`config.mk`:
```
export PLATFORM = sky130hd
export DESIGN_NAME = ppu_top
export DESIGN_NICKNAME = d
export VERILOG_FILES = /design/src/verilog/ppu_pkg.sv /design/src/verilog/ppu_ifs.sv /design/src/verilog/ppu_palette.sv /design/src/verilog/ppu_reg_ctrl.sv /design/src/verilog/ppu_render.sv /design/src/verilog/ppu_top.sv /design/src/verilog/ppu_vaddr.sv
export SDC_FILE = /design/constraint.sdc
export NUM_CORES = 1
export LEC_CHECK = 0
export BUFFER_PORTS_ARGS = -buffer_cell sky130_fd_sc_hd__buf_2
export CAP_MARGIN = 10
export CELL_PAD_IN_SITES_DETAIL_PLACEMENT = 0
export CELL_PAD_IN_SITES_GLOBAL_PLACEMENT = 1
export CORE_ASPECT_RATIO = 1.75
export CORE_MARGIN = 2
export CORE_UTILIZATION = 30
export CTS_CLUSTER_SIZE = 14
export DETAILED_ROUTE_END_ITERATION = 7
export HOLD_SLACK_MARGIN = 0.12
export MAX_ROUTING_LAYER = met4
export PLACE_DENSITY_LB_ADDON = 0.1
export SETUP_SLACK_MARGIN = 0.5
export SLEW_MARGIN = 20
export SYNTH_ARGS = -nofsm -noshare
export SYNTH_HDL_FRONTEND = slang
export SYNTH_SLANG_ARGS = --single-unit
```
`constraint.sdc`:
```
create_clock -name clk -period 3.3 [get_ports clk]
set_input_delay 0.165 -clock clk [delete_from_list [all_inputs] [get_ports clk]]
set_output_delay 0.165 -clock clk [all_outputs]
set_load 0.005 [all_outputs]
```
`src/verilog/ppu_pkg.sv`:
```
package ppu_pkg;

    // cpu visible register map, selected by cpu_addr
    typedef enum logic [2:0] {
        PPUCTRL   = 3'd0,
        PPUMASK   = 3'd1,
        PPUSTATUS = 3'd2,
        OAMADDR   = 3'd3,
        OAMDATA   = 3'd4,
        PPUSCROLL = 3'd5,
        PPUADDR   = 3'd6,
        PPUDATA   = 3'd7
    } ppu_reg_e;

    // background fetch phases, two dots each
    typedef enum logic [1:0] {
        FETCH_NT = 2'd0,    // nametable byte
        FETCH_AT = 2'd1,    // attribute byte
        FETCH_LO = 2'd2,    // pattern low plane
        FETCH_HI = 2'd3     // pattern high plane
    } fetch_phase_e;

    // raster geometry
    localparam int DOTS_PER_LINE   = 341;
    localparam int LINES_PER_FRAME = 262;
    localparam int VISIBLE_DOTS    = 256;
    localparam int VISIBLE_LINES   = 240;
    localparam int VBLANK_LINE     = 241;
    localparam int PRERENDER_LINE  = 261;

    // PPUCTRL bits
    localparam int CTRL_INC32    = 2;   // vram step of 32
    localparam int CTRL_BG_TABLE = 4;   // background pattern table
    localparam int CTRL_NMI_EN   = 7;

    // PPUMASK bits
    localparam int MASK_BG_EN = 3;

    // upper six address bits of the palette window
    localparam logic [5:0] PAL_PAGE = 6'h3f;

endpackage

```
`src/verilog/ppu_ifs.sv`:
```
// register block to scroll/address unit
interface vaddr_cmd_if;
    logic       ctrl_wr;
    logic       scroll_wr;
    logic       addr_wr;
    logic       status_rd;
    logic       inc_v;
    logic       inc32;
    logic [7:0] wdata;
    logic       vpal;   // v inside 3F00-3FFF

    modport ctrl (
        output ctrl_wr, scroll_wr, addr_wr, status_rd, inc_v, inc32, wdata,
        input  vpal
    );

    modport vaddr (
        input  ctrl_wr, scroll_wr, addr_wr, status_rd, inc_v, inc32, wdata,
        output vpal
    );
endinterface

// renderer steps the scroll address
interface scroll_step_if;
    logic        incx;
    logic        incy;
    logic        resetx;
    logic        resety;
    logic [14:0] v;
    logic [2:0]  fine_x;

    modport render (output incx, incy, resetx, resety, input v, fine_x);
    modport vaddr (input incx, incy, resetx, resety, output v, fine_x);
endinterface

```
`src/verilog/ppu_palette.sv`:
```
module ppu_palette (
    input  logic       clk,
    input  logic       rst,
    input  logic       vpal_i,
    input  logic [4:0] v_idx_i,
    input  logic [4:0] render_idx_i,
    input  logic       wr_i,
    input  logic [7:0] data_i,
    output logic [7:0] data_o
);

    logic [7:0] mem [0:31];
    logic [4:0] sel;
    logic [4:0] addr;

    assign sel = vpal_i ? v_idx_i : render_idx_i;

    // sprite backdrops 10/14/18/1C alias the background ones
    assign addr = (sel[1:0] == 2'b00) ? {1'b0, sel[3:0]} : sel;

    always_ff @(posedge clk) begin
        if (wr_i) begin
            mem[addr] <= data_i;
        end
        if (rst) begin
            data_o <= 8'h00;
        end else begin
            data_o <= mem[addr];
        end
    end

endmodule

```
`src/verilog/ppu_reg_ctrl.sv`:
```
module ppu_reg_ctrl (
    input  logic              clk,
    input  logic              rst,
    input  logic              cs_i,
    input  logic              cpu_rw_i,
    input  ppu_pkg::ppu_reg_e cpu_addr_i,
    input  logic [7:0]        cpu_data_i,
    output logic [7:0]        cpu_data_o,
    input  logic [7:0]        ppu_data_i,
    input  logic [7:0]        pal_data_i,
    input  logic              vblank_i,
    output logic [7:0]        ppuctrl_o,
    output logic [7:0]        ppumask_o,
    output logic              ppu_wr_o,
    output logic              ppu_rd_o,
    output logic [7:0]        ppu_data_o,
    output logic              pal_wr_o,
    output logic              nmi_o,
    vaddr_cmd_if.ctrl         cmd
);

    logic       cs_r;
    logic       reg_rd;
    logic       reg_wr;
    logic [7:0] io_latch;   // emulates the cpu side bus latch
    logic [7:0] rd_buf;
    logic       buf_load;
    logic       vram_wr;
    logic       vblank_r;
    logic       vblank_rise;
    logic       vblank_fall;
    logic       nmi_occurred;

    // access takes effect on the rising edge of cs
    assign reg_rd = cs_i & ~cs_r & cpu_rw_i;
    assign reg_wr = cs_i & ~cs_r & ~cpu_rw_i;

    assign vblank_rise = vblank_i & ~vblank_r;
    assign vblank_fall = ~vblank_i & vblank_r;

    always_ff @(posedge clk) begin
        if (rst) begin
            cs_r          <= 1'b0;
            vblank_r      <= 1'b0;
            ppuctrl_o     <= 8'h00;
            ppumask_o     <= 8'h00;
            io_latch      <= 8'h00;
            rd_buf        <= 8'h00;
            buf_load      <= 1'b0;
            vram_wr       <= 1'b0;
            pal_wr_o      <= 1'b0;
            nmi_occurred  <= 1'b0;
            cmd.ctrl_wr   <= 1'b0;
            cmd.scroll_wr <= 1'b0;
            cmd.addr_wr   <= 1'b0;
            cmd.status_rd <= 1'b0;
            cmd.inc_v     <= 1'b0;
        end else begin
            cs_r     <= cs_i;
            vblank_r <= vblank_i;

            // strobes default low
            buf_load      <= 1'b0;
            vram_wr       <= 1'b0;
            pal_wr_o      <= 1'b0;
            cmd.ctrl_wr   <= 1'b0;
            cmd.scroll_wr <= 1'b0;
            cmd.addr_wr   <= 1'b0;
            cmd.status_rd <= 1'b0;
            cmd.inc_v     <= 1'b0;

            nmi_occurred <= (nmi_occurred | vblank_rise) & ~vblank_fall;

            // buffer takes the byte at v, before v steps
            if (buf_load) begin
                rd_buf <= ppu_data_i;
            end

            if (reg_rd) begin
                case (cpu_addr_i)
                    ppu_pkg::PPUSTATUS: begin
                        io_latch[7]   <= nmi_occurred; // bits 6:0 stay stale bus data
                        nmi_occurred  <= 1'b0;
                        cmd.status_rd <= 1'b1;
                    end
                    ppu_pkg::PPUDATA: begin
                        // palette bypasses the buffer
                        io_latch  <= cmd.vpal ? pal_data_i : rd_buf;
                        buf_load  <= 1'b1;
                        cmd.inc_v <= 1'b1;
                    end
                    default: begin
                    end
                endcase
            end

            if (reg_wr) begin
                io_latch <= cpu_data_i;
                case (cpu_addr_i)
                    ppu_pkg::PPUCTRL: begin
                        ppuctrl_o   <= cpu_data_i;
                        cmd.ctrl_wr <= 1'b1;    // nametable bits into t
                    end
                    ppu_pkg::PPUMASK:   ppumask_o <= cpu_data_i;
                    ppu_pkg::PPUSCROLL: cmd.scroll_wr <= 1'b1;
                    ppu_pkg::PPUADDR:   cmd.addr_wr <= 1'b1;
                    ppu_pkg::PPUDATA: begin
                        vram_wr   <= ~cmd.vpal;
                        pal_wr_o  <= cmd.vpal;
                        cmd.inc_v <= 1'b1;
                    end
                    default: begin   // oam registers only latch the bus
                    end
                endcase
            end
        end
    end

    assign cmd.wdata = io_latch;
    assign cmd.inc32 = ppuctrl_o[ppu_pkg::CTRL_INC32];

    assign cpu_data_o = io_latch;
    assign ppu_wr_o   = vram_wr;
    assign ppu_rd_o   = ~vram_wr;
    assign ppu_data_o = vram_wr ? io_latch : 8'h00;

    // flag clears one cycle after vblank falls, so gate with the level
    assign nmi_o = nmi_occurred & ppuctrl_o[ppu_pkg::CTRL_NMI_EN] & vblank_i;

    wr_excl_a: assert property (@(posedge clk) disable iff (rst) !(ppu_wr_o && pal_wr_o))
        else $error("vram and palette written together");

    // nmi only after vblank has been up for a cycle
    nmi_vblank_a: assert property (@(posedge clk) disable iff (rst)
        nmi_o |-> vblank_i && $past(vblank_i))
        else $error("nmi outside vertical blank");

endmodule

```
`src/verilog/ppu_render.sv`:
```
module ppu_render (
    input  logic          clk,
    input  logic          rst,
    input  logic [7:0]    ppuctrl_i,
    input  logic [7:0]    ppumask_i,
    input  logic [7:0]    ppu_data_i,
    scroll_step_if.render step,
    output logic [13:0]   ppu_addr_o,
    output logic [4:0]    palette_idx_o,
    output logic          px_en_o,
    output logic          vblank_o
);

    logic [8:0]            dot;
    logic [8:0]            line;
    logic [8:0]            dot_m1;
    ppu_pkg::fetch_phase_e phase;
    logic                  bg_en;
    logic                  active;      // background fetching on this line
    logic                  fetch_dot;
    logic                  tile_end;
    logic                  pix_en;
    logic [7:0]            nt_byte;
    logic [1:0]            at_bits;
    logic [7:0]            pat_lo;
    logic [15:0]           sh_pl, sh_ph, sh_al, sh_ah;   // pattern and attribute shifters
    logic [3:0]            tap;
    logic [3:0]            pix;
    logic [13:0]           pat_base;

    assign dot_m1 = dot - 9'd1;
    assign phase  = ppu_pkg::fetch_phase_e'(dot_m1[2:1]);
    assign bg_en  = ppumask_i[ppu_pkg::MASK_BG_EN];
    assign active = bg_en && (line < ppu_pkg::VISIBLE_LINES || line == ppu_pkg::PRERENDER_LINE);
    assign fetch_dot = (dot >= 1 && dot <= ppu_pkg::VISIBLE_DOTS) || (dot >= 321 && dot <= 336);
    assign tile_end  = active && fetch_dot && dot[2:0] == 3'd0;
    assign pix_en    = line < ppu_pkg::VISIBLE_LINES && dot >= 1 && dot <= ppu_pkg::VISIBLE_DOTS;

    // scroll strobes at fixed dots
    assign step.incx   = tile_end;
    assign step.incy   = active && dot == ppu_pkg::VISIBLE_DOTS;
    assign step.resetx = active && dot == ppu_pkg::VISIBLE_DOTS + 1;
    assign step.resety = bg_en && line == ppu_pkg::PRERENDER_LINE && dot >= 280 && dot <= 304;

    always_ff @(posedge clk) begin
        if (rst) begin
            dot      <= 9'd0;
            line     <= 9'd0;
            vblank_o <= 1'b0;
            px_en_o  <= 1'b0;
        end else begin
            px_en_o <= pix_en;      // lines up with the palette read
            if (dot == ppu_pkg::DOTS_PER_LINE - 1) begin
                dot  <= 9'd0;
                line <= (line == ppu_pkg::LINES_PER_FRAME - 1) ? 9'd0 : line + 9'd1;
            end else begin
                dot <= dot + 9'd1;
            end
            if (dot == 9'd0 && line == ppu_pkg::VBLANK_LINE) vblank_o <= 1'b1;
            if (dot == 9'd0 && line == ppu_pkg::PRERENDER_LINE) vblank_o <= 1'b0;
        end
    end

    // capture at the second dot of each phase
    always_ff @(posedge clk) begin
        if (active && dot_m1[0]) begin
            case (phase)
                ppu_pkg::FETCH_NT: nt_byte <= ppu_data_i;
                ppu_pkg::FETCH_AT: at_bits <= ppu_data_i[{step.v[6], step.v[1], 1'b0} +: 2];
                ppu_pkg::FETCH_LO: pat_lo <= ppu_data_i;
                ppu_pkg::FETCH_HI: begin
                end
            endcase
        end
        if (tile_end) begin
            sh_pl <= {sh_pl[14:7], pat_lo};
            sh_ph <= {sh_ph[14:7], ppu_data_i};     // high plane still on the bus
            sh_al <= {sh_al[14:7], {8{at_bits[0]}}};
            sh_ah <= {sh_ah[14:7], {8{at_bits[1]}}};
        end else if (active && fetch_dot) begin
            sh_pl <= {sh_pl[14:0], 1'b0};
            sh_ph <= {sh_ph[14:0], 1'b0};
            sh_al <= {sh_al[14:0], 1'b0};
            sh_ah <= {sh_ah[14:0], 1'b0};
        end
    end

    assign pat_base = {1'b0, ppuctrl_i[ppu_pkg::CTRL_BG_TABLE], nt_byte, 4'b0000};

    always_comb begin
        ppu_addr_o = step.v[13:0];  // cpu access path
        if (active) begin
            case (phase)
                ppu_pkg::FETCH_NT: ppu_addr_o = {2'b10, step.v[11:0]};
                ppu_pkg::FETCH_AT:
                    ppu_addr_o = {2'b10, step.v[11:10], 4'b1111, step.v[9:7], step.v[4:2]};
                ppu_pkg::FETCH_LO: ppu_addr_o = pat_base | {11'd0, step.v[14:12]};
                ppu_pkg::FETCH_HI: ppu_addr_o = pat_base | {10'd0, 1'b1, step.v[14:12]};
            endcase
        end
    end

    assign tap = 4'd15 - {1'b0, step.fine_x};
    assign pix = {sh_ah[tap], sh_al[tap], sh_ph[tap], sh_pl[tap]};
    assign palette_idx_o = (bg_en && pix[1:0] != 2'b00) ? {1'b0, pix} : 5'd0;

    px_en_a: assert property (@(posedge clk) disable iff (rst)
        px_en_o |-> !vblank_o && $past(dot != 9'd0 && dot <= ppu_pkg::VISIBLE_DOTS))
        else $error("pixel enable outside the visible area");

endmodule

```
`src/verilog/ppu_top.sv`:
```
module ppu_top (
    input  logic        clk,
    input  logic        rst,
    input  logic        cs_i,
    input  logic        cpu_rw_i,
    input  logic [2:0]  cpu_addr_i,
    input  logic [7:0]  cpu_data_i,
    output logic [7:0]  cpu_data_o,
    output logic        nmi_o,
    output logic [13:0] ppu_addr_o,
    input  logic [7:0]  ppu_data_i,
    output logic [7:0]  ppu_data_o,
    output logic        ppu_rd_o,
    output logic        ppu_wr_o,
    output logic [7:0]  px_data_o,
    output logic        px_valid_o,
    output logic        vblank_o
);

    logic [7:0]  ppuctrl;
    logic [7:0]  ppumask;
    logic        pal_wr;
    logic [14:0] v;
    logic [4:0]  palette_idx;

    vaddr_cmd_if   cmd_if ();
    scroll_step_if step_if ();

    ppu_reg_ctrl u_reg_ctrl (
        .clk        (clk),
        .rst        (rst),
        .cs_i       (cs_i),
        .cpu_rw_i   (cpu_rw_i),
        .cpu_addr_i (ppu_pkg::ppu_reg_e'(cpu_addr_i)),
        .cpu_data_i (cpu_data_i),
        .cpu_data_o (cpu_data_o),
        .ppu_data_i (ppu_data_i),
        .pal_data_i (px_data_o),    // palette output doubles as cpu read data
        .vblank_i   (vblank_o),
        .ppuctrl_o  (ppuctrl),
        .ppumask_o  (ppumask),
        .ppu_wr_o   (ppu_wr_o),
        .ppu_rd_o   (ppu_rd_o),
        .ppu_data_o (ppu_data_o),
        .pal_wr_o   (pal_wr),
        .nmi_o      (nmi_o),
        .cmd        (cmd_if)
    );

    ppu_vaddr u_vaddr (
        .clk  (clk),
        .rst  (rst),
        .cmd  (cmd_if),
        .step (step_if),
        .v_o  (v)
    );

    ppu_render u_render (
        .clk           (clk),
        .rst           (rst),
        .ppuctrl_i     (ppuctrl),
        .ppumask_i     (ppumask),
        .ppu_data_i    (ppu_data_i),
        .step          (step_if),
        .ppu_addr_o    (ppu_addr_o),
        .palette_idx_o (palette_idx),
        .px_en_o       (px_valid_o),
        .vblank_o      (vblank_o)
    );

    ppu_palette u_palette (
        .clk          (clk),
        .rst          (rst),
        .vpal_i       (cmd_if.vpal),
        .v_idx_i      (v[4:0]),
        .render_idx_i (palette_idx),
        .wr_i         (pal_wr),
        .data_i       (cpu_data_o),  // latched write byte
        .data_o       (px_data_o)
    );

endmodule

```
`src/verilog/ppu_vaddr.sv`:
```
module ppu_vaddr (
    input  logic         clk,
    input  logic         rst,
    vaddr_cmd_if.vaddr   cmd,
    scroll_step_if.vaddr step,
    output logic [14:0]  v_o
);

    // v and t layout is yyy NN YYYYY XXXXX
    logic [14:0] v;
    logic [14:0] t;
    logic [2:0]  fine_x;
    logic        w;     // first/second write toggle

    always_ff @(posedge clk) begin
        if (rst) begin
            v      <= 15'h0000;
            t      <= 15'h0000;
            fine_x <= 3'd0;
            w      <= 1'b0;
        end else begin
            if (cmd.ctrl_wr) begin
                t[11:10] <= cmd.wdata[1:0];
            end

            if (cmd.scroll_wr) begin
                if (!w) begin
                    t[4:0] <= cmd.wdata[7:3];   // coarse x
                    fine_x <= cmd.wdata[2:0];
                end else begin
                    t[9:5]   <= cmd.wdata[7:3]; // coarse y
                    t[14:12] <= cmd.wdata[2:0];
                end
                w <= ~w;
            end

            if (cmd.addr_wr) begin
                if (!w) begin
                    t[14:8] <= {1'b0, cmd.wdata[5:0]};
                end else begin
                    t[7:0] <= cmd.wdata;
                    v      <= {t[14:8], cmd.wdata};
                end
                w <= ~w;
            end

            if (cmd.status_rd) begin
                w <= 1'b0;
            end

            if (cmd.inc_v) begin
                v <= cmd.inc32 ? v + 15'd32 : v + 15'd1;
            end

            // vertical step at the end of a line
            if (step.incy) begin
                if (&v[14:12]) begin
                    if (v[9:5] == 5'd29) begin
                        v[9:5] <= 5'd0;
                        v[11]  <= ~v[11];       // next vertical nametable
                    end else begin
                        v[9:5] <= v[9:5] + 5'd1; // 30,31 wrap without flip
                    end
                end
                v[14:12] <= v[14:12] + 3'd1;
            end

            if (step.incx) begin
                if (&v[4:0]) begin
                    v[10] <= ~v[10];
                end
                v[4:0] <= v[4:0] + 5'd1;
            end

            if (step.resetx) begin
                v[10]  <= t[10];
                v[4:0] <= t[4:0];
            end

            if (step.resety) begin
                v[14:11] <= t[14:11];
                v[9:5]   <= t[9:5];
            end
        end
    end

    assign cmd.vpal    = (v[13:8] == ppu_pkg::PAL_PAGE);
    assign step.v      = v;
    assign step.fine_x = fine_x;
    assign v_o         = v;

    incx_resetx_a: assert property (@(posedge clk) disable iff (rst)
        !(step.incx && step.resetx))
        else $error("coarse x step and reload in the same dot");

endmodule
```
==> flow_metrics.py, run 1 <==
metrics = {
    "logic_synthesis": {
        "synth.ff_latch_count": 431,
        "synthArstFlopShare": 0,
        "synth_edf_count": 338,
        "netlist.area_leader.share": 0.5508,
        "synthFlopType": "sky130_fd_sc_hd__edfxtp_1",
        "synth_sequential_area_ratio": 0.6519,
        "post_synth_num_cell_types": 81,
        "synth_top_cells_by_area": "sky130_fd_sc_hd__edfxtp_1, sky130_fd_sc_hd__dfxtp_1, sky130_fd_sc_hd__mux2i_1",
        "post_synth_inst_count": 1431,
        "postSynthAreaPerCell_um2": 12.88,
        "synthDominantAreaCellType": "sky130_fd_sc_hd__edfxtp_1",
        "synthesis.area_um2": 18430,
        "yosysWarnings": 0,
    },
    "worst_setup_path": {
        "critical_path.max_fanout": 12,
        "crit_required_ns": 3.73,
        "timing.critical_path.arrival_ns": 3.20,
        "r2r_setup_slack_ns": 0.53,
        "timing.critical_path.mode_cell": "sky130_fd_sc_hd__buf_4",
        "cpPeakStageDelay_ns": 0.48,
        "critPathSlowestCell": "sky130_fd_sc_hd__a32oi_1",
        "timing_worst_setup_path_type": "reg -> reg",
        "crit_path_start_kind": "register",
        "critical_path.cell_chain": "mux4_2 > nor2_2 > a311oi_2 > buf_4 > mux2i_4 > buf_4 > bufbuf_16 > nand2_1 > nand3_1 > a32oi_1 > a41oi_2",
        "crit_path_end_kind": "register",
    },
    "placed_design": {
        "dp_slack_ns": 0.1917,
        "hpwl_um": 40570,
        "numPortBuffers": 65,
        "place.gp.congestion": 0.7994,
        "post_dp_cell_area_um2": 20460,
    },
    "floorplan": {
        "placeableCoreArea_um2": 60960,
        "initial_core_util": 0.3023,
        "top_level_ports": 66,
        "standard_cell_row_count": 120,
        "dieHeight_um": 331.9,
        "design.die.area_um2": 63500,
        "die_width_um": 191.3,
    },
    "power_and_ir_drop": {
        "vdd.ir_drop.worst_mv": 0.4571,
        "power_density_nw_per_um2": 498.4,
        "leakagePower_nw": 8.330,
    },
    "finish": {
        "finalInstanceArea_um2": 22630,
        "final_layout_size_suffix_gt1_frac": 0.2079,
        "mostFrequentLayoutCell": "sky130_fd_sc_hd__edfxtp_1",
        "diodes": 0,
        "design.final.nets": 1689,
        "fillers": 6072,
        "layout-area-overhead-vs-synth_pct": 22.82,
        "most-common-layout-cells": "sky130_fd_sc_hd__edfxtp_1, sky130_fd_sc_hd__nand2_1, sky130_fd_sc_hd__mux2i_1, sky130_fd_sc_hd__buf_4, sky130_fd_sc_hd__nor2_1",
    },
    "cts": {
        "tritoncts": "built",
        "clock_tree.htree_level_count": 2,
        "root_driver": "sky130_fd_sc_hd__clkbuf_16",
        "clock_latency_reported_for_the_late_side_of_the_worst_skew_pair_ns": 0.57,
        "cts_sinks": 431,
        "cts-buffers-inserted": 43,
        "max_clock_buf_depth": 3,
        "clkTransAtPathRegs_ns": 0.06,
    },
    "drt": {
        "drt_iter0_drc": 833,
        "dr_total_vias": 12279,
        "detail_route.wirelength_um": 58510,
        "routedWlPerCell_um": 23.58,
        "firstDrtPassIters": 5,
        "ant_nets": 0,
        "via_per_inst": 4.949,
        "detail_route.drc_violations": 0,
    },
    "timing": {
        "fmaxAchievable_ghz": 0.3615,
        "finClkSkew_ns": 0.02041,
        "setup_viols_final": 0,
        "worst_slew_margin_rel": 0.3151,
        "final_hold_violations": 0,
        "timing.final.ws_setup_ns": 0.5335,
        "worst-slew-pin-transition_ns": 1.026,
        "finalSetupTns_ns": 0,
        "share_of_the_clock_period_used_by_the_worst_path_after_layout": 0.8383,
        "finalCriticalPeriod_ns": 2.767,
        "rsz_0062_raised_after_global_routing": "true",
        "timing.hold.ws_ns": 0.2224,
        "drv_slew": 0,
    },
    "flow_run": {
        "drv_cap": 0,
    },
    "outcome": {
        "run_status": "completed",
    },
    "global_routing": {
        "antenna_found_initial": 0,
        "globalRoute.totalOverflow": 0,
        "grt_max_degree": 44,
        "grt_first_pass_wirelength_um": 86130,
        "first_global_vias": 12711,
        "gr-usage-all-layers": 0.1914,
    },
    "worst_hold_path": {
        "worst_hold_path_type": "in -> reg",
    },
}
## power by group
part           switching, mW  total [mW]  internal (mW)
Sequential            0.0414        5.88           5.84
Combinational          0.195       0.311          0.116
Clock                   2.14        5.09           2.95
Total                   2.37        11.3           8.91
## critical path: cells and delay by family, from the launching register on
family | cells | cell delay [ns]
flip-flops | 1 | 0.37
buffers and inverters | 3 | 0.65
AO/OA/AOI/OAI | 3 | 0.96
AND/OR/NAND/NOR | 3 | 0.21
multiplexers | 2 | 0.42
## sequential cells by signal, indices dropped and copies added (netlist names), 2 cells and up, named ones only
| register | flops |
|---|---|
| u_palette.data_o | 8 |
| u_palette.mem | 256 |
| u_reg_ctrl.cmd.wdata | 8 |
| u_reg_ctrl.ppuctrl_o | 3 |
| u_reg_ctrl.rd_buf | 8 |
| u_render.at_bits | 2 |
| u_render.dot | 9 |
| u_render.line | 9 |
| u_render.nt_byte | 8 |
| u_render.pat_lo | 8 |
| u_render.sh_ah | 16 |
| u_render.sh_al | 16 |
| u_render.sh_ph | 16 |
| u_render.sh_pl | 16 |
| u_vaddr.step.fine_x | 3 |
| u_vaddr.step.v | 15 |
| u_vaddr.t | 14 |
## worst paths after layout
| path | start | end | cells after the start |
|---|---|---|---|
| worst max-delay path | u_vaddr.step.fine_x[0] | u_palette.data_o[4] | 11 |
| worst min-delay path | cpu_addr_i[0] | u_reg_ctrl.cmd.ctrl_wr | 4 |
| worst max register to register | u_vaddr.step.fine_x[0] | u_palette.data_o[4] | 11 |
| worst min register to register | u_reg_ctrl.cmd.status_rd | u_vaddr.w | 1 |
## per-layer routing
metal | GRT usage | wire [um] | up-vias
met2 | 0.3563 | 32370 | 238
met1 | 0.1959 | 21390 | 6162
met5 | - | 0 | -
met4 | 0.09509 | 3242 | 0
li1 | - | - | 5763
met3 | 0.01986 | 1505 | 116
## stage by stage
| step | power [mW] | instances | util |
|---|---|---|---|
| floorplan | 6.135 | 1462 | - |
| global placement | 6.286 | 2356 | 0.3356 |
| detailed placement | 6.288 | 2356 | 0.3356 |
| CTS | 11.44 | 2471 | 0.3673 |
| global route | 11.66 | 2481 | 0.3713 |
| finish | 11.28 | 2481 | 0.3713 |
## cell usage after synthesis, drive strengths merged (10+ instances only)
| library cell | count |
|---|---|
| edfxtp | 338 |
| nand2 | 186 |
| mux2i | 138 |
| nor2 | 104 |
| dfxtp | 93 |
| nand3 | 81 |
| clkbuf | 52 |
| o21ai | 39 |
| a21oi | 33 |
| buf | 33 |
| nor3 | 33 |
| a32oi | 29 |
| and2 | 22 |
| mux2 | 20 |
| inv | 17 |
| and3 | 15 |
| a21o | 14 |
| nor2b | 13 |
| ha | 12 |
| xor2 | 11 |
| o22ai | 10 |
## final cells by class
class	instances	area (um^2)	share of cell area
Clock buffer	57	1200	0.05302
Multi-Input combinational cell	929	6256	0.2764
Sequential cell	431	12030	0.5315
Inverter	17	63.81	0.002820
Clock inverter	22	239.0	0.01056
Tap cell	793	992.2	0.04384
Timing Repair Buffer	232	1853	0.08188
## repair_timing
action                     CTS  global route
setup buffers                7             9
resized for setup           25            27
pin swaps                    4             5
hold endpoints to repair    56             0
hold buffers                27             0
gates cloned                 2             1
setup endpoints to repair  238           131
## logic make-up (layout without fill, tap and decap cells)
kind of cell | count (synthesis) | in the layout | synth area share
AOI/OAI and AO/OA | 200 | 200 | 0.07958
xor gates and xnor gates | 20 | 20 | 0.009506
adders and majority gates | 13 | 13 | 0.008691
buffers and inverters | 102 | 328 | 0.02859
DFF | 431 | 431 | 0.6519
muxes | 166 | 166 | 0.09737
other | 1 | 32 | 0.0002035
and+or+nand+nor | 498 | 498 | 0.1242
No activity file was read; power rests on OpenSTA's default activity.
==> inputs of run 2 (changes only) <==
Settings changed: ABC_AREA from default to 1.
Clock period 3.3 ns to 2.7 ns, I/O delays scaled along.
==> flow_metrics.py, run 2 <==
metrics = {
    "outcome": {
        "run_status": "completed",
    },
    "finish": {
        "most-common-layout-cells": "sky130_fd_sc_hd__nand2_1, sky130_fd_sc_hd__inv_1, sky130_fd_sc_hd__edfxtp_1, sky130_fd_sc_hd__nand3_1, sky130_fd_sc_hd__nor2_1",
        "largest_register_ff_count": 256,
        "largest_register": "u_palette.mem",
        "design.final.nets": 2493,
        "mostFrequentLayoutCell": "sky130_fd_sc_hd__nand2_1",
        "final_layout_size_suffix_gt1_frac": 0.2479,
        "diodes": 0,
        "final_cell_utilization_of_the_core": 0.4111,
        "finalNonFillerCells": 3375,
        "layout-area-overhead-vs-synth_pct": 35.81,
    },
    "cts": {
        "cts-buffers-inserted": 44,
        "clock_tree.htree_level_count": 2,
        "cts_sinks": 431,
        "clkTransAtPathRegs_ns": 0.06,
        "clock_latency_reported_for_the_late_side_of_the_worst_skew_pair_ns": 0.58,
        "max_clock_buf_depth": 3,
        "root_driver": "sky130_fd_sc_hd__clkbuf_16",
        "tritoncts": "built",
    },
    "logic_synthesis": {
        "most_numerous_cell_in_the_yosys_netlist": "sky130_fd_sc_hd__nand2_1",
        "synth_edf_count": 338,
        "synth_xor_xnor_area_share": 0.001772,
        "dominant_combinational_cell_family_by_area_after_synthesis": "simple AND/OR/NAND/NOR gates",
        "synthesis.area_um2": 19770,
        "synth_compound_area_frac": 0.06726,
        "synthFlopType": "sky130_fd_sc_hd__edfxtp_1",
        "netlist.area_leader.share": 0.5133,
        "yosysWarnings": 0,
        "post_synth_inst_count": 2164,
        "synth_top_cells_by_area": "sky130_fd_sc_hd__edfxtp_1, sky130_fd_sc_hd__nand2_1, sky130_fd_sc_hd__dfxtp_1",
        "synth_sequential_area_ratio": 0.6074,
        "postSynthAreaPerCell_um2": 9.138,
        "synthSimpleGateAreaFrac": 0.2219,
        "share_of_synthesized_area_spent_on_multiplexers": 0,
        "synthArstFlopShare": 0,
        "post_synth_fa_ha_maj_area_fraction": 0.007593,
        "post_synth_num_cell_types": 51,
        "synthDominantAreaCellType": "sky130_fd_sc_hd__edfxtp_1",
        "synth.ff_latch_count": 431,
        "synth_commonest_cells": "sky130_fd_sc_hd__nand2_1, sky130_fd_sc_hd__inv_1, sky130_fd_sc_hd__edfxtp_1",
    },
    "timing": {
        "worst_slew_margin_rel": 0.5268,
        "share_of_the_clock_period_used_by_the_worst_path_after_layout": 0.8946,
        "worst-slew-pin-transition_ns": 0.7088,
        "drv_slew": 0,
        "fmaxAchievable_ghz": 0.4140,
        "setup_viols_final": 0,
        "finalCriticalPeriod_ns": 2.415,
        "finClkSkew_ns": 0.02194,
        "finalSetupTns_ns": 0,
        "rsz_0062_raised_after_global_routing": "true",
        "final_hold_violations": 0,
    },
    "floorplan": {
        "standard_cell_row_count": 124,
        "initial_core_util": 0.3027,
        "design.die.area_um2": 68060,
        "placeableCoreArea_um2": 65320,
        "die_width_um": 198.1,
        "dieHeight_um": 343.6,
        "top_level_ports": 66,
    },
    "global_routing": {
        "antenna_found_initial": 0,
        "grt_max_degree": 65,
        "grt_first_pass_wirelength_um": 98350,
        "gr-usage-all-layers": 0.2042,
        "globalRoute.totalOverflow": 0,
        "first_global_vias": 15498,
    },
    "drt": {
        "via_per_inst": 4.602,
        "firstDrtPassIters": 5,
        "detail_route.wirelength_um": 69310,
        "detail_route.drc_violations": 0,
        "drt_iter0_drc": 679,
        "routedWlPerCell_um": 20.54,
        "dr_total_vias": 15533,
        "ant_nets": 0,
    },
    "placed_design": {
        "numPortBuffers": 65,
        "place.gp.congestion": 0.8588,
        "hpwl_um": 43690,
        "place_inst": 3134,
    },
    "power_and_ir_drop": {
        "leakagePower_nw": 11.30,
        "power_density_nw_per_um2": 531.2,
        "p_sw_frac": 0.2258,
        "vdd.ir_drop.worst_mv": 0.4983,
        "power.share.clock": 0.444,
        "power.internal_mw": 11.04,
        "seq_power_share": 0.508,
        "power.total_mw": 14.27,
        "combinationalPowerShare": 0.048,
        "net-switching-power_mw": 3.222,
    },
    "worst_setup_path": {
        "critical_path.cell_chain": "buf_12 > nor2_4 > nor2_2 > nand2_1 > nand3_2 > buf_6 > nand4_4 > nand2_8 > buf_12 > buf_6 > buf_16 > nand2_1 > nand2_1 > o21ai_2 > nand2_1 > nand2_1 > nor2_1 > a21oi_1",
        "crit_family": "simple AND/OR/NAND/NOR gates",
        "crit_required_ns": 3.20,
        "critical_path.max_fanout": 13,
        "timing_worst_setup_path_type": "reg -> reg",
        "crit_path_end_kind": "register",
        "timing.critical_path.mode_cell": "sky130_fd_sc_hd__nand2_1",
        "critical_path_buf_inv_count": 5,
        "crit_path_start_kind": "register",
        "timing.critical_path.arrival_ns": 2.92,
        "cpPeakStageDelay_ns": 0.37,
        "critPathSlowestCell": "sky130_fd_sc_hd__dfxtp_4",
    },
    "worst_hold_path": {
        "worst_hold_path_type": "in -> reg",
    },
    "flow_run": {
        "drv_cap": 0,
    },
}
==> run 2: logic make-up (layout without fill, tap and decap cells) <==
| logic type | after synthesis | in the layout |
|---|---|---|
| DFF | 431 | 431 |
| adders and majority gates | 12 | 12 |
| AOI/OAI and AO/OA | 231 | 231 |
| and+or+nand+nor | 1036 | 1036 |
| buffers and inverters | 449 | 747 |
| xor gates and xnor gates | 4 | 4 |
| other | 1 | 32 |
==> run 2: tightest hold or removal path, stage by stage <==
cell and delay (ns):
sky130_fd_sc_hd__dlygate4sd3_1 0.52, sky130_fd_sc_hd__buf_2 0.10, sky130_fd_sc_hd__inv_1 0.04, sky130_fd_sc_hd__nor2_1 0.07
==> run 2: cell type report <==
type                    instances  area, um^2
flip-flops and latches        431       12040
clock inverters                22       251.5
inverters                     376        1481
repair inverters                1       11.26
fillers                      6537       38460
clock buffers                  59        1199
multi-input cells            1315        7331
repair buffers                289        3438
well taps                     882        1104
==> run 2: repair_timing <==
| action | in CTS | in global routing |
|---|---|---|
| pin swaps | 41 | 95 |
| cloned | 15 | 19 |
| endpoints found under the hold margin | 58 | 0 |
| endpoints found under the setup margin | 297 | 378 |
| hold buffers | 29 | 0 |
| buffers inserted | 57 | 40 |
| resized for setup | 127 | 235 |
==> run 2: metal layers <==
metal | wire length, um | vias to the layer above | global-route usage
met5 | 0 | - | -
met4 | 3076 | 0 | 0.09430
met3 | 1457 | 108 | 0.01902
met2 | 38550 | 235 | 0.3861
met1 | 26230 | 7572 | 0.2112
li1 | - | 7618 | -
==> run 2: stage by stage <==
step,instance area [um^2],worst slack (ns),hold WS (ns)
after floorplan,20240,0.2236,0.2121
after global placement,21860,-0.03263,0.3574
after detailed placement,21860,0.01674,0.3565
after CTS,25130,0.2714,0.3037
after global routing,26850,0.1681,0.3224
final,26850,0.2845,0.3254
==> run 2: power by group through the flow <==
stage	logic [mW]	registers, mW	clock network [mW]
2_1_floorplan	0.245	7.41	0
3_3_place_gp	0.545	7.40	0
3_5_place_dp	0.545	7.40	0
4_1_cts	0.636	7.25	6.52
5_1_grt	0.743	7.26	6.71
6_report	0.682	7.25	6.33
==> run 2: final timing paths <==
kind	depth (start not counted)	endpoint	slack, ns	from
max	18	u_palette.data_o[6]	0.28	u_vaddr.step.fine_x[0]
min reg2reg	0	u_render.sh_ph[8]	0.41	u_render.sh_ph[7]
min	4	u_reg_ctrl.cs_r	0.33	cs_i
max reg2reg	18	u_palette.data_o[6]	0.28	u_vaddr.step.fine_x[0]
